$ cat src/logic/periph_pkg.sv
package periph_pkg;

	// ========================================================================
	// Widths
	// ========================================================================

	// Near-bus byte address
	typedef logic [27:0] addr_t;

	// Bus data word
	typedef logic [31:0] data_t;

	// Far region code, address bits 27..24
	typedef logic [3:0] region_t;

	// Register word index inside a region, address bits 4..2
	typedef logic [2:0] word_t;

	// Where the region and word fields sit in the near address
	localparam int REGION_LSB = 24;
	localparam int WORD_LSB   = 2;

	// ========================================================================
	// Far region map
	// ========================================================================

	localparam region_t REGION_LED   = 4'h0;
	localparam region_t REGION_TIMER = 4'h5;
	localparam region_t REGION_IRQ   = 4'h8;

	// ========================================================================
	// Bus payloads
	// ========================================================================

	// rw is high for a write and low for a read
	typedef struct packed {
		logic  rw;
		addr_t address;
		data_t wdata;
	} near_req_t;

	// Region already decoded by the fabric, only the word index remains
	typedef struct packed {
		logic  rw;
		word_t word;
		data_t wdata;
	} far_req_t;

	// Ready is a single-cycle pulse with rdata valid alongside
	typedef struct packed {
		logic  ready;
		data_t rdata;
	} rsp_t;

endpackage
$ cat src/logic/periph_subsys.sv
module periph_subsys import periph_pkg::*; #(
	parameter int LED_W    = 10,
	parameter int TICK_DIV = 100,
	parameter int NUM_SRC  = 4
) (
	input  logic               i_clock,
	input  logic               i_arst_n,

	// Near bus
	input  logic               i_request,
	input  near_req_t          i_near,
	output rsp_t               o_rsp,

	input  logic [NUM_SRC-1:0] i_irq_src,
	output logic [LED_W-1:0]   o_led,
	output logic               o_timer_irq,
	output logic               o_ext_irq
);

	// Far bus
	logic     far_request;
	region_t  far_addr;
	far_req_t far_req;
	rsp_t     far_rsp;

	// Per-peripheral handshake
	logic     timer_request;
	logic     irq_request;
	rsp_t     timer_rsp;
	rsp_t     irq_rsp;

	// ========================================================================
	// Bridge and far fabric
	// ========================================================================

	bus_bridge bridge (
		.i_clock       (i_clock),
		.i_arst_n      (i_arst_n),
		.i_request     (i_request),
		.i_near        (i_near),
		.o_rsp         (o_rsp),
		.o_far_request (far_request),
		.o_far_addr    (far_addr),
		.o_far_req     (far_req),
		.i_far_rsp     (far_rsp)
	);

	far_fabric #(
		.LED_W (LED_W)
	) fabric (
		.i_clock         (i_clock),
		.i_arst_n        (i_arst_n),
		.i_far_request   (far_request),
		.i_far_addr      (far_addr),
		.i_far_req       (far_req),
		.o_far_rsp       (far_rsp),
		.o_timer_request (timer_request),
		.o_irq_request   (irq_request),
		.i_timer_rsp     (timer_rsp),
		.i_irq_rsp       (irq_rsp),
		.o_led           (o_led)
	);

	// ========================================================================
	// Peripherals
	// ========================================================================

	machine_timer #(
		.TICK_DIV (TICK_DIV)
	) timer (
		.i_clock     (i_clock),
		.i_arst_n    (i_arst_n),
		.i_request   (timer_request),
		.i_req       (far_req),
		.o_rsp       (timer_rsp),
		.o_timer_irq (o_timer_irq)
	);

	irq_ctrl #(
		.NUM_SRC (NUM_SRC)
	) irq (
		.i_clock   (i_clock),
		.i_arst_n  (i_arst_n),
		.i_request (irq_request),
		.i_req     (far_req),
		.o_rsp     (irq_rsp),
		.i_irq_src (i_irq_src),
		.o_ext_irq (o_ext_irq)
	);

endmodule

$ cat src/logic/irq_ctrl.sv
module irq_ctrl import periph_pkg::*; #(
	parameter int NUM_SRC = 4
) (
	input  logic               i_clock,
	input  logic               i_arst_n,

	// Far bus
	input  logic               i_request,
	input  far_req_t           i_req,
	output rsp_t               o_rsp,

	// Interrupt sources and the combined line
	input  logic [NUM_SRC-1:0] i_irq_src,
	output logic               o_ext_irq
);

	logic [NUM_SRC-1:0] src_meta;
	logic [NUM_SRC-1:0] src_sync;
	logic [NUM_SRC-1:0] src_prev;
	logic [NUM_SRC-1:0] rise;
	logic [NUM_SRC-1:0] enable_q;
	logic [NUM_SRC-1:0] pending_q;
	logic [NUM_SRC-1:0] active;
	logic [NUM_SRC-1:0] claim_mask;
	data_t              claim_val;
	logic               wr;
	logic               rd;
	logic               claim_rd;
	logic               rsp_ready;
	data_t              rsp_rdata;
	data_t              rd_mux;

	assign wr       = i_request && i_req.rw;
	assign rd       = i_request && !i_req.rw;
	assign claim_rd = rd && (i_req.word == 3'd2);

	// ========================================================================
	// Source synchronizer and edge detect
	// ========================================================================

	always_ff @(posedge i_clock or negedge i_arst_n) begin
		if (!i_arst_n) begin
			src_meta <= '0;
			src_sync <= '0;
			src_prev <= '0;
		end else begin
			src_meta <= i_irq_src;
			src_sync <= src_meta;
			src_prev <= src_sync;
		end
	end

	assign rise   = src_sync & ~src_prev;
	assign active = pending_q & enable_q;

	// Lowest active source wins the claim
	always_comb begin
		claim_val  = '0;
		claim_mask = '0;
		for (int i = NUM_SRC - 1; i >= 0; i--) begin
			if (active[i]) begin
				claim_val  = data_t'(i + 1);
				claim_mask = NUM_SRC'(1) << i;
			end
		end
	end

	// ========================================================================
	// Enable and pending registers
	// ========================================================================

	// A new edge in the claim cycle is kept
	always_ff @(posedge i_clock or negedge i_arst_n) begin
		if (!i_arst_n) begin
			enable_q  <= '0;
			pending_q <= '0;
		end else begin
			if (wr && i_req.word == 3'd0)
				enable_q <= i_req.wdata[NUM_SRC-1:0];
			pending_q <= (pending_q & ~(claim_rd ? claim_mask : '0)) | rise;
		end
	end

	assign o_ext_irq = |active;

	// ========================================================================
	// Read mux and response
	// ========================================================================

	always_comb begin
		case (i_req.word)
			3'd0:    rd_mux = data_t'(enable_q);
			3'd1:    rd_mux = data_t'(pending_q);
			3'd2:    rd_mux = claim_val;
			default: rd_mux = '0;
		endcase
	end

	always_ff @(posedge i_clock or negedge i_arst_n) begin
		if (!i_arst_n)
			rsp_ready <= 1'b0;
		else
			rsp_ready <= i_request;
	end

	always_ff @(posedge i_clock) begin
		rsp_rdata <= rd ? rd_mux : '0;
	end

	assign o_rsp = '{ready: rsp_ready, rdata: rsp_rdata};

endmodule

$ cat src/logic/machine_timer.sv
module machine_timer import periph_pkg::*; #(
	parameter int TICK_DIV = 100
) (
	input  logic     i_clock,
	input  logic     i_arst_n,

	// Far bus
	input  logic     i_request,
	input  far_req_t i_req,
	output rsp_t     o_rsp,

	output logic     o_timer_irq
);

	typedef logic [63:0] mtime_t;

	localparam int PW = (TICK_DIV > 1) ? $clog2(TICK_DIV) : 1;

	logic [PW-1:0] presc;
	logic          tick;
	mtime_t        mtime;
	mtime_t        mtimecmp;
	logic          wr;
	logic          rd;
	logic          rsp_ready;
	data_t         rsp_rdata;
	data_t         rd_mux;

	assign wr = i_request && i_req.rw;
	assign rd = i_request && !i_req.rw;

	// ========================================================================
	// Prescaler and time counter
	// ========================================================================

	assign tick = (presc == PW'(TICK_DIV - 1));

	always_ff @(posedge i_clock or negedge i_arst_n) begin
		if (!i_arst_n) begin
			presc <= '0;
		end else if (tick) begin
			presc <= '0;
		end else begin
			presc <= presc + 1'b1;
		end
	end

	// Bus writes take priority over the tick
	always_ff @(posedge i_clock or negedge i_arst_n) begin
		if (!i_arst_n) begin
			mtime    <= '0;
			mtimecmp <= '1;
		end else begin
			if (wr && i_req.word == 3'd0)
				mtime <= {mtime[63:32], i_req.wdata};
			else if (wr && i_req.word == 3'd1)
				mtime <= {i_req.wdata, mtime[31:0]};
			else if (tick)
				mtime <= mtime + 64'd1;

			if (wr && i_req.word == 3'd2)
				mtimecmp[31:0] <= i_req.wdata;
			if (wr && i_req.word == 3'd3)
				mtimecmp[63:32] <= i_req.wdata;
		end
	end

	// ========================================================================
	// Read mux and response
	// ========================================================================

	always_comb begin
		case (i_req.word)
			3'd0:    rd_mux = mtime[31:0];
			3'd1:    rd_mux = mtime[63:32];
			3'd2:    rd_mux = mtimecmp[31:0];
			3'd3:    rd_mux = mtimecmp[63:32];
			default: rd_mux = '0;
		endcase
	end

	always_ff @(posedge i_clock or negedge i_arst_n) begin
		if (!i_arst_n) begin
			rsp_ready   <= 1'b0;
			o_timer_irq <= 1'b0;
		end else begin
			rsp_ready   <= i_request;
			o_timer_irq <= (mtime >= mtimecmp);
		end
	end

	// Zero on writes
	always_ff @(posedge i_clock) begin
		rsp_rdata <= rd ? rd_mux : '0;
	end

	assign o_rsp = '{ready: rsp_ready, rdata: rsp_rdata};

endmodule

$ cat src/logic/far_fabric.sv
module far_fabric import periph_pkg::*; #(
	parameter int LED_W = 10
) (
	input  logic             i_clock,
	input  logic             i_arst_n,

	// From the bridge
	input  logic             i_far_request,
	input  region_t          i_far_addr,
	input  far_req_t         i_far_req,
	output rsp_t             o_far_rsp,

	// Peripheral requests and responses
	output logic             o_timer_request,
	output logic             o_irq_request,
	input  rsp_t             i_timer_rsp,
	input  rsp_t             i_irq_rsp,

	// Board LEDs
	output logic [LED_W-1:0] o_led
);

	logic             led_sel;
	logic             timer_sel;
	logic             irq_sel;
	logic             local_sel;
	logic             local_ready;
	logic [LED_W-1:0] led_q;

	// ========================================================================
	// Region decode
	// ========================================================================

	always_comb begin
		led_sel   = 1'b0;
		timer_sel = 1'b0;
		irq_sel   = 1'b0;
		case (i_far_addr)
			REGION_LED:   led_sel   = 1'b1;
			REGION_TIMER: timer_sel = 1'b1;
			REGION_IRQ:   irq_sel   = 1'b1;
			default:      ;
		endcase
	end

	// LED and unmapped regions are answered here
	assign local_sel = !(timer_sel || irq_sel);

	assign o_timer_request = i_far_request && timer_sel;
	assign o_irq_request   = i_far_request && irq_sel;

	// ========================================================================
	// LED register and local ready
	// ========================================================================

	always_ff @(posedge i_clock or negedge i_arst_n) begin
		if (!i_arst_n) begin
			local_ready <= 1'b0;
			led_q       <= '0;
		end else begin
			local_ready <= i_far_request && local_sel;
			// Write-only, reads fall through to zero
			if (i_far_request && led_sel && i_far_req.rw)
				led_q <= i_far_req.wdata[LED_W-1:0];
		end
	end

	assign o_led = led_q;

	// Response mux, address is held by the bridge until ready
	always_comb begin
		if (timer_sel)
			o_far_rsp = i_timer_rsp;
		else if (irq_sel)
			o_far_rsp = i_irq_rsp;
		else
			o_far_rsp = '{ready: local_ready, rdata: '0};
	end

endmodule

$ cat src/logic/bus_bridge.sv
module bus_bridge import periph_pkg::*; (
	input  logic      i_clock,
	input  logic      i_arst_n,

	// Near side
	input  logic      i_request,
	input  near_req_t i_near,
	output rsp_t      o_rsp,

	// Far side
	output logic      o_far_request,
	output region_t   o_far_addr,
	output far_req_t  o_far_req,
	input  rsp_t      i_far_rsp
);

	typedef enum logic [1:0] {
		ST_IDLE,
		ST_WAIT,
		ST_RESPOND
	} state_t;

	state_t    state;
	logic      far_request;
	logic      rsp_ready;
	near_req_t near_q;
	data_t     rsp_rdata;
	logic      accept;
	logic      far_done;

	// Start only from idle, the master holds request until ready
	assign accept   = (state == ST_IDLE) && i_request;
	assign far_done = (state == ST_WAIT) && i_far_rsp.ready;

	// ========================================================================
	// Transaction FSM
	// ========================================================================

	always_ff @(posedge i_clock or negedge i_arst_n) begin
		if (!i_arst_n) begin
			state       <= ST_IDLE;
			far_request <= 1'b0;
			rsp_ready   <= 1'b0;
		end else begin
			far_request <= 1'b0;
			rsp_ready   <= 1'b0;
			case (state)
				ST_IDLE: begin
					if (i_request) begin
						far_request <= 1'b1;
						state       <= ST_WAIT;
					end
				end
				ST_WAIT: begin
					if (i_far_rsp.ready) begin
						rsp_ready <= 1'b1;
						state     <= ST_RESPOND;
					end
				end
				// One cycle for the master to drop its request
				ST_RESPOND: state <= ST_IDLE;
				default:    state <= ST_IDLE;
			endcase
		end
	end

	// Captured request and returned data
	always_ff @(posedge i_clock) begin
		if (accept)
			near_q <= i_near;
		if (far_done)
			rsp_rdata <= i_far_rsp.rdata;
	end

	// ========================================================================
	// Outputs
	// ========================================================================

	assign o_far_request = far_request;
	assign o_far_addr    = near_q.address[REGION_LSB +: $bits(region_t)];

	assign o_far_req = '{
		rw:    near_q.rw,
		word:  near_q.address[WORD_LSB +: $bits(word_t)],
		wdata: near_q.wdata
	};

	assign o_rsp = '{ready: rsp_ready, rdata: rsp_rdata};

endmodule

$ cat config.mk
export PLATFORM = sky130hd
export DESIGN_NAME = periph_subsys
export DESIGN_NICKNAME = d
export VERILOG_FILES = /design/src/logic/periph_pkg.sv /design/src/logic/periph_subsys.sv /design/src/logic/irq_ctrl.sv /design/src/logic/machine_timer.sv /design/src/logic/far_fabric.sv /design/src/logic/bus_bridge.sv
export SDC_FILE = /design/constraint.sdc
export NUM_CORES = 1
export LEC_CHECK = 0
export BUFFER_PORTS_ARGS = -buffer_cell sky130_fd_sc_hd__buf_2
export CAP_MARGIN = 20
export CELL_PAD_IN_SITES_DETAIL_PLACEMENT = 0
export CELL_PAD_IN_SITES_GLOBAL_PLACEMENT = 2
export CORE_MARGIN = 2
export CORE_UTILIZATION = 30
export CTS_CLUSTER_SIZE = 12
export DETAILED_ROUTE_END_ITERATION = 16
export PLACE_DENSITY = 0.66
export SETUP_SLACK_MARGIN = 0.15
export SLEW_MARGIN = 20
export SYNTH_ARGS = -nofsm -noshare
export SYNTH_HDL_FRONTEND = slang
export SYNTH_SLANG_ARGS = --single-unit
$ cat constraint.sdc
create_clock -name i_clock -period 5.84 [get_ports i_clock]
set_clock_uncertainty 0.15 [all_clocks]
set_input_delay 0.292 -clock i_clock [delete_from_list [all_inputs] [get_ports i_clock]]
set_output_delay 0.292 -clock i_clock [all_outputs]
set_load 0.03 [all_outputs]
; Word-level counts from Yosys, hierarchy flattened
; Cells that the tools add are included.
[totals]
elab_cells = 100
register_bits = 330
[classes]
eq_ne = 10
reduce_logical = 29
magnitude_cmp = 1
n_bitwise = 7
mux = 27
addsub = 2
[op_table]
columns = operator, count
row1 = $mux W64, 2
row2 = $pmux W32 S4, 1
row3 = $mux W33, 2
row4 = $add A64 B1 Y64 const B, 1
row5 = $ge A64 B64 Y1, 1
row6 = $mux W32, 1
row7 = $mux W4, 5
row8 = $logic_and A1 B1 Y1, 17
row9 = $and A4 B4 Y4, 3
row10 = $mux W3, 4
row11 = $pmux W4 S3, 1
row12 = $not A4 Y4, 2
row13 = $add A7 B1 Y7 const B, 1
row14 = $eq A7 B7 Y1 const B, 1
row15 = $mux W1, 7
row16 = $mux W7, 1
row17 = $eq A3 B2 Y1 const B, 2
row18 = $reduce_and A2 Y1, 3
row19 = $eq A4 B3 Y1 const B, 1
row20 = $eq A4 B4 Y1 const B, 1
row21 = $logic_not A4 Y1, 1
row22 = $mux W2, 2
row23 = $ne A2 B1 Y1 const B, 2
row24 = $or A4 B4 Y4, 1
row25 = other kinds (11), 13

; Longest topological paths before layout
[logic_depth]
depth_word = 9
mapped_depth = 9
ltp_nobuf = 8

; Hierarchy
; Synthesis repeated with hierarchy kept, for this count alone.
[hier_totals]
cells_unflattened = 1349
hier_area_um2 = 13933.4
[by_module_without_submodules]
columns = mod, n_inst, cells_each, area_each_um2, seq_area_each_um2
row1 = machine_timer, 1, 1094, 9661.8, 4149.0
row2 = bus_bridge, 1, 84, 2313.5, 2262.2
row3 = irq_ctrl, 1, 101, 1149.9, 605.6
row4 = far_fabric, 1, 70, 808.3, 275.3

; Worst setup path after synthesis
; OpenSTA, ideal clock, no wires.
[synth_path]
path_type = reg-to-reg
startpoint = register bridge.near_q (netlist bit bridge.o_far_addr[1])
endpoint = register bridge.rsp_rdata[0], enable pin
period_less_slack_ns = 4.288
t_arrival_ns = 3.668
path_slack_ns = 1.552
path_stages_with_launch = 6
n_path_buf = 0
path_cell_list = edfxtp_1 > nor4b_2 > mux2i_1 > nor2_1 > a21oi_1 > nor3b_1
[synth_via]
elab_chain_cells = 5
word_cells_on_any_way = 7
cone_classes = eq/ne (2) / mux (4) / reduce/logical (1)
[synth_rtl]
columns = item, line_no
row1 = from (decl), bus_bridge.sv:26  ; near_req_t near_q;
row2 = from (signal assigned), bus_bridge.sv:70  ; near_q <= i_near;
row3 = $eq A4 B4 Y1, far_fabric.sv:38  ; case (i_far_addr)
row4 = $mux W1, far_fabric.sv:38
row5 = $mux W33, far_fabric.sv:74  ; else if (irq_sel)
row6 = $mux W33 (*), far_fabric.sv:72  ; if (timer_sel)
row7 = $logic_and A1 B1 Y1 (*), bus_bridge.sv:33  ; assign far_done = (state == ST_WAIT) && i_far_rsp.ready;
row8 = net bridge.far_done, bus_bridge.sv:29  ; logic far_done;
row9 = to (signal assigned), bus_bridge.sv:72  ; rsp_rdata <= i_far_rsp.rdata;
row10 = to (decl), bus_bridge.sv:27  ; data_t rsp_rdata;
; The timed path passes the listed nets; every way through them passes the cells marked *.
; A chain may end at the register's enable or synchronous reset.

; Final worst setup path
[layout_path]
startpoint = register bridge.near_q (netlist bit bridge.o_far_req[34])
endpoint = register timer.mtime[31]
[layout_via]
elab_chain_cells = 4
word_cells_on_any_way = 8
cone_classes = eq/ne (2) / mux (1) / reduce/logical (5)
[layout_rtl]
columns = item, line_no
row1 = $eq A3 B1 Y1 or $logic_not A3 Y1 (tied branches), "machine_timer.sv:56, machine_timer.sv:54"
row2 = "$logic_and A1 B1 Y1, on equally long branches", "machine_timer.sv:56, machine_timer.sv:54"
row3 = $ne A2 B1 Y1 (no line) or $reduce_bool A2 Y1 (tied branches), --
row4 = $reduce_and A2 Y1 (no line), --
row5 = to (signal assigned), machine_timer.sv:55  ; mtime <= {mtime[63:32], i_req.wdata};
row6 = to (signal assigned), machine_timer.sv:57  ; mtime <= {i_req.wdata, mtime[31:0]};
row7 = to (signal assigned), machine_timer.sv:59  ; mtime <= mtime + 64'd1;
row8 = to (decl), machine_timer.sv:21  ; mtime_t mtime;
; Several ways; a longest one is shown, not always the timed one.

==> results.ini <==
[synthesis]
synthArstFlopShare_pct=61.6
yosys_warnings=0
synth_nets=1432
synthCells=1298
synth_edf_count=72
avgSynthCellArea_um2=10.8
ys_seq_area_share_pct=52.0
syn-cell-area_um2=14000
synth_top_area_share_pct=19.4
synth.distinct_cells=85
ys_top_cells_by_area=dfrtp_1, edfxtp_1, dfstp_2, ha_1, dfxtp_1
synth-seq-cells=281
ys.flop_type=dfrtp_1
synth.largest_area_cell=dfrtp_1

[drt]
m1WireLength_um=19900
finalWirelength_um=41700
wl_met2_um=19300
route.met3.wl_um=1480
dr.pass1.iters=5
wl_per_cell_um=20.2
top_layer_used=met4
routed_via_density=5.03
post-route-drc-count=0
final_antenna_net_count=0
num_vias=10400
drt_iter0_drc=531

[grt]
grt_use_total_pct=17.7
grt_max_degree=81
grt_pass1_wl_um=64700
grt_overflow=0
antenna_found_initial=0
grt_pass1_vias=10500

[sta]
fmax_mhz=284
hold_viol=0
tightest_slew_ns=1.02
setup_violations=0
finalCriticalPeriod_ns=3.52
period_share_pct=60.3
rsz0062_at_grt=no
slew_headroom_pct=30.2
holdWs_ns=0.196
setup_tns_ns=0
drv_slew=0

[clock_tree]
numCtsBuffers=36
clock_path_buffers=3
clk_latency_ns=0.55
h-tree-depth=2
clk_pin_slew_ns=0.06
cts-root-buf=clkbuf_16
cts.sinks=281
cts_tree=done

[cells_and_area]
seq_area_um2=7290
multi_input_area_um2=6220
final_common_cell=nand2_1
layout_common_cells=nand2_1, o21ai_0, dfrtp_1
layout-drive-gt1-share_pct=21.7
syn_to_final_growth_pct=19.9
final_cell_count_no_fill=2066
final_nets=1564
fillers=4589

[critical_path]
worstPathArrival_ns=3.78
cp.required_ns=6.10
cp_max_fo=61
path_class=flop to flop
end_kind=flop
crit_path_start_kind=flop

[floorplanning]
core_um2=46400
initial_core_util_pct=30.3
dieArea_um2=48500
die_w_um=220
ios=113
die_h_um=220
rows=79

[worst_hold_path]
holdCritPathClass=flop to flop

[power]
p_leak_nw=6.45
vdd_drop_max_uv=145
fin_total_pwr_w=0.00570
powerDensity_nw_per_um2=339

[job]
cap_violations=0

[place]
gp_congestion=0.787
port_buffers=91
dp_cells=1954
post-dp-hpwl_um=28700

[run_status]
status=complete, no violations

## synth_stat cells (39+ instances only)
master / count
ha_1: 66
clkbuf_1: 39
inv_1: 77
o21ai_0: 122
edfxtp_1: 72
nor2_1: 59
nand3_1: 48
nand2_1: 160
dfstp_2: 64
dfrtp_1: 109
a21oi_1: 56
## state kept, by name, summed over array words and instances, names as in the netlist, 2 cells and up
register / flops
bridge.o_far_addr: 4
bridge.o_far_req: 36
bridge.rsp_rdata: 32
bridge.state: 2
fabric.o_led: 10
irq.enable_q: 4
irq.pending_q: 4
irq.rsp_rdata: 4
irq.src_meta: 4
irq.src_prev: 4
irq.src_sync: 4
timer.mtime: 64
timer.mtimecmp: 64
timer.presc: 7
timer.rsp_rdata: 32
## path summary, 6_finish.rpt
| path | cells after the start | slack, ns | end | start |
|---|---|---|---|---|
| worst min-delay path | 0 | 0.20 | irq.src_sync[2]$_DFF_PN0_ | irq.src_meta[2]$_DFF_PN0_ |
| worst min register to register | 0 | 0.20 | irq.src_sync[2]$_DFF_PN0_ | irq.src_meta[2]$_DFF_PN0_ |
| worst max register to register | 7 | 2.32 | timer.mtime[31]$_DFFE_PN0P_ | bridge.o_far_req[34]$_DFFE_PP_ |
| worst max-delay path | 7 | 2.32 | timer.mtime[31]$_DFFE_PN0P_ | bridge.o_far_req[34]$_DFFE_PP_ |
| min in group asynchronous | 2 | 0.22 | bridge.rsp_ready$_DFF_PN0_ | i_arst_n |
| max in group asynchronous | 3 | 4.04 | timer.mtime[50]$_DFFE_PN0P_ | i_arst_n |
## what timing repair did
action                    in CTS  in global routing
hold endpoints to repair      90                  0
setup buffers                  0                  0
resized for setup              0                  0
hold buffers                  45                  0
## cell families (layout without fill, tap and decap cells)
group           count (synthesis)  in the layout  synth area share, %
compound gates                260            260                 11.0
other cells                     0              1                    0
xor+xnor                       33             33                 2.06
fa+ha+maj                      66             66                 5.88
mux                            59             59                 7.28
simple gates                  463            463                 17.9
flops                         281            281                 52.0
buf+inv                       136            296                 3.91
## final cells by class
class / instances / share of cell area, %
Antenna cell: 1 / 0.0149
Clock buffer: 47 / 6.02
Clock inverter: 19 / 1.20
Inverter: 77 / 1.72
Multi-Input combinational cell: 881 / 37.0
Sequential cell: 281 / 43.3
Tap cell: 607 / 4.51
Timing Repair Buffer: 153 / 6.18
## routing by layer
layer | vias to the layer above | GRT usage [%]
li1 | 4985 | -
met1 | 5163 | 24.5
met2 | 181 | 28.6
met3 | 53 | 3.20
met4 | 0 | 4.92
met5 | - | 0
## worst max-delay path, cell delays in order, from the launching register on
cell,delay (ns)
edfxtp_1,0.91
nor2_1,0.31
nand4_1,0.18
buf_4,0.53
nand4_1,0.62
nor3_1,0.41
xnor2_1,0.15
o21ai_0,0.08
## report_power, final
part           internal [W]  switching (W)  leakage [nW]
sequential          0.00227       0.000201          3.05
clock               0.00140       0.000888         0.595
combinational      0.000340       0.000599          2.80
## through the flow
stage | utilization (%) | worst slack, ns | area (um^2)
finish | 36.3 | 2.32 | 16800
global route | 36.3 | 2.01 | 16800
CTS | 36.3 | 2.28 | 16800
detailed placement | 32.7 | 2.30 | 15200
global placement | 32.7 | 2.29 | 15200
floorplan | - | 1.55 | 14000
Power figures use the tool's default switching activity.
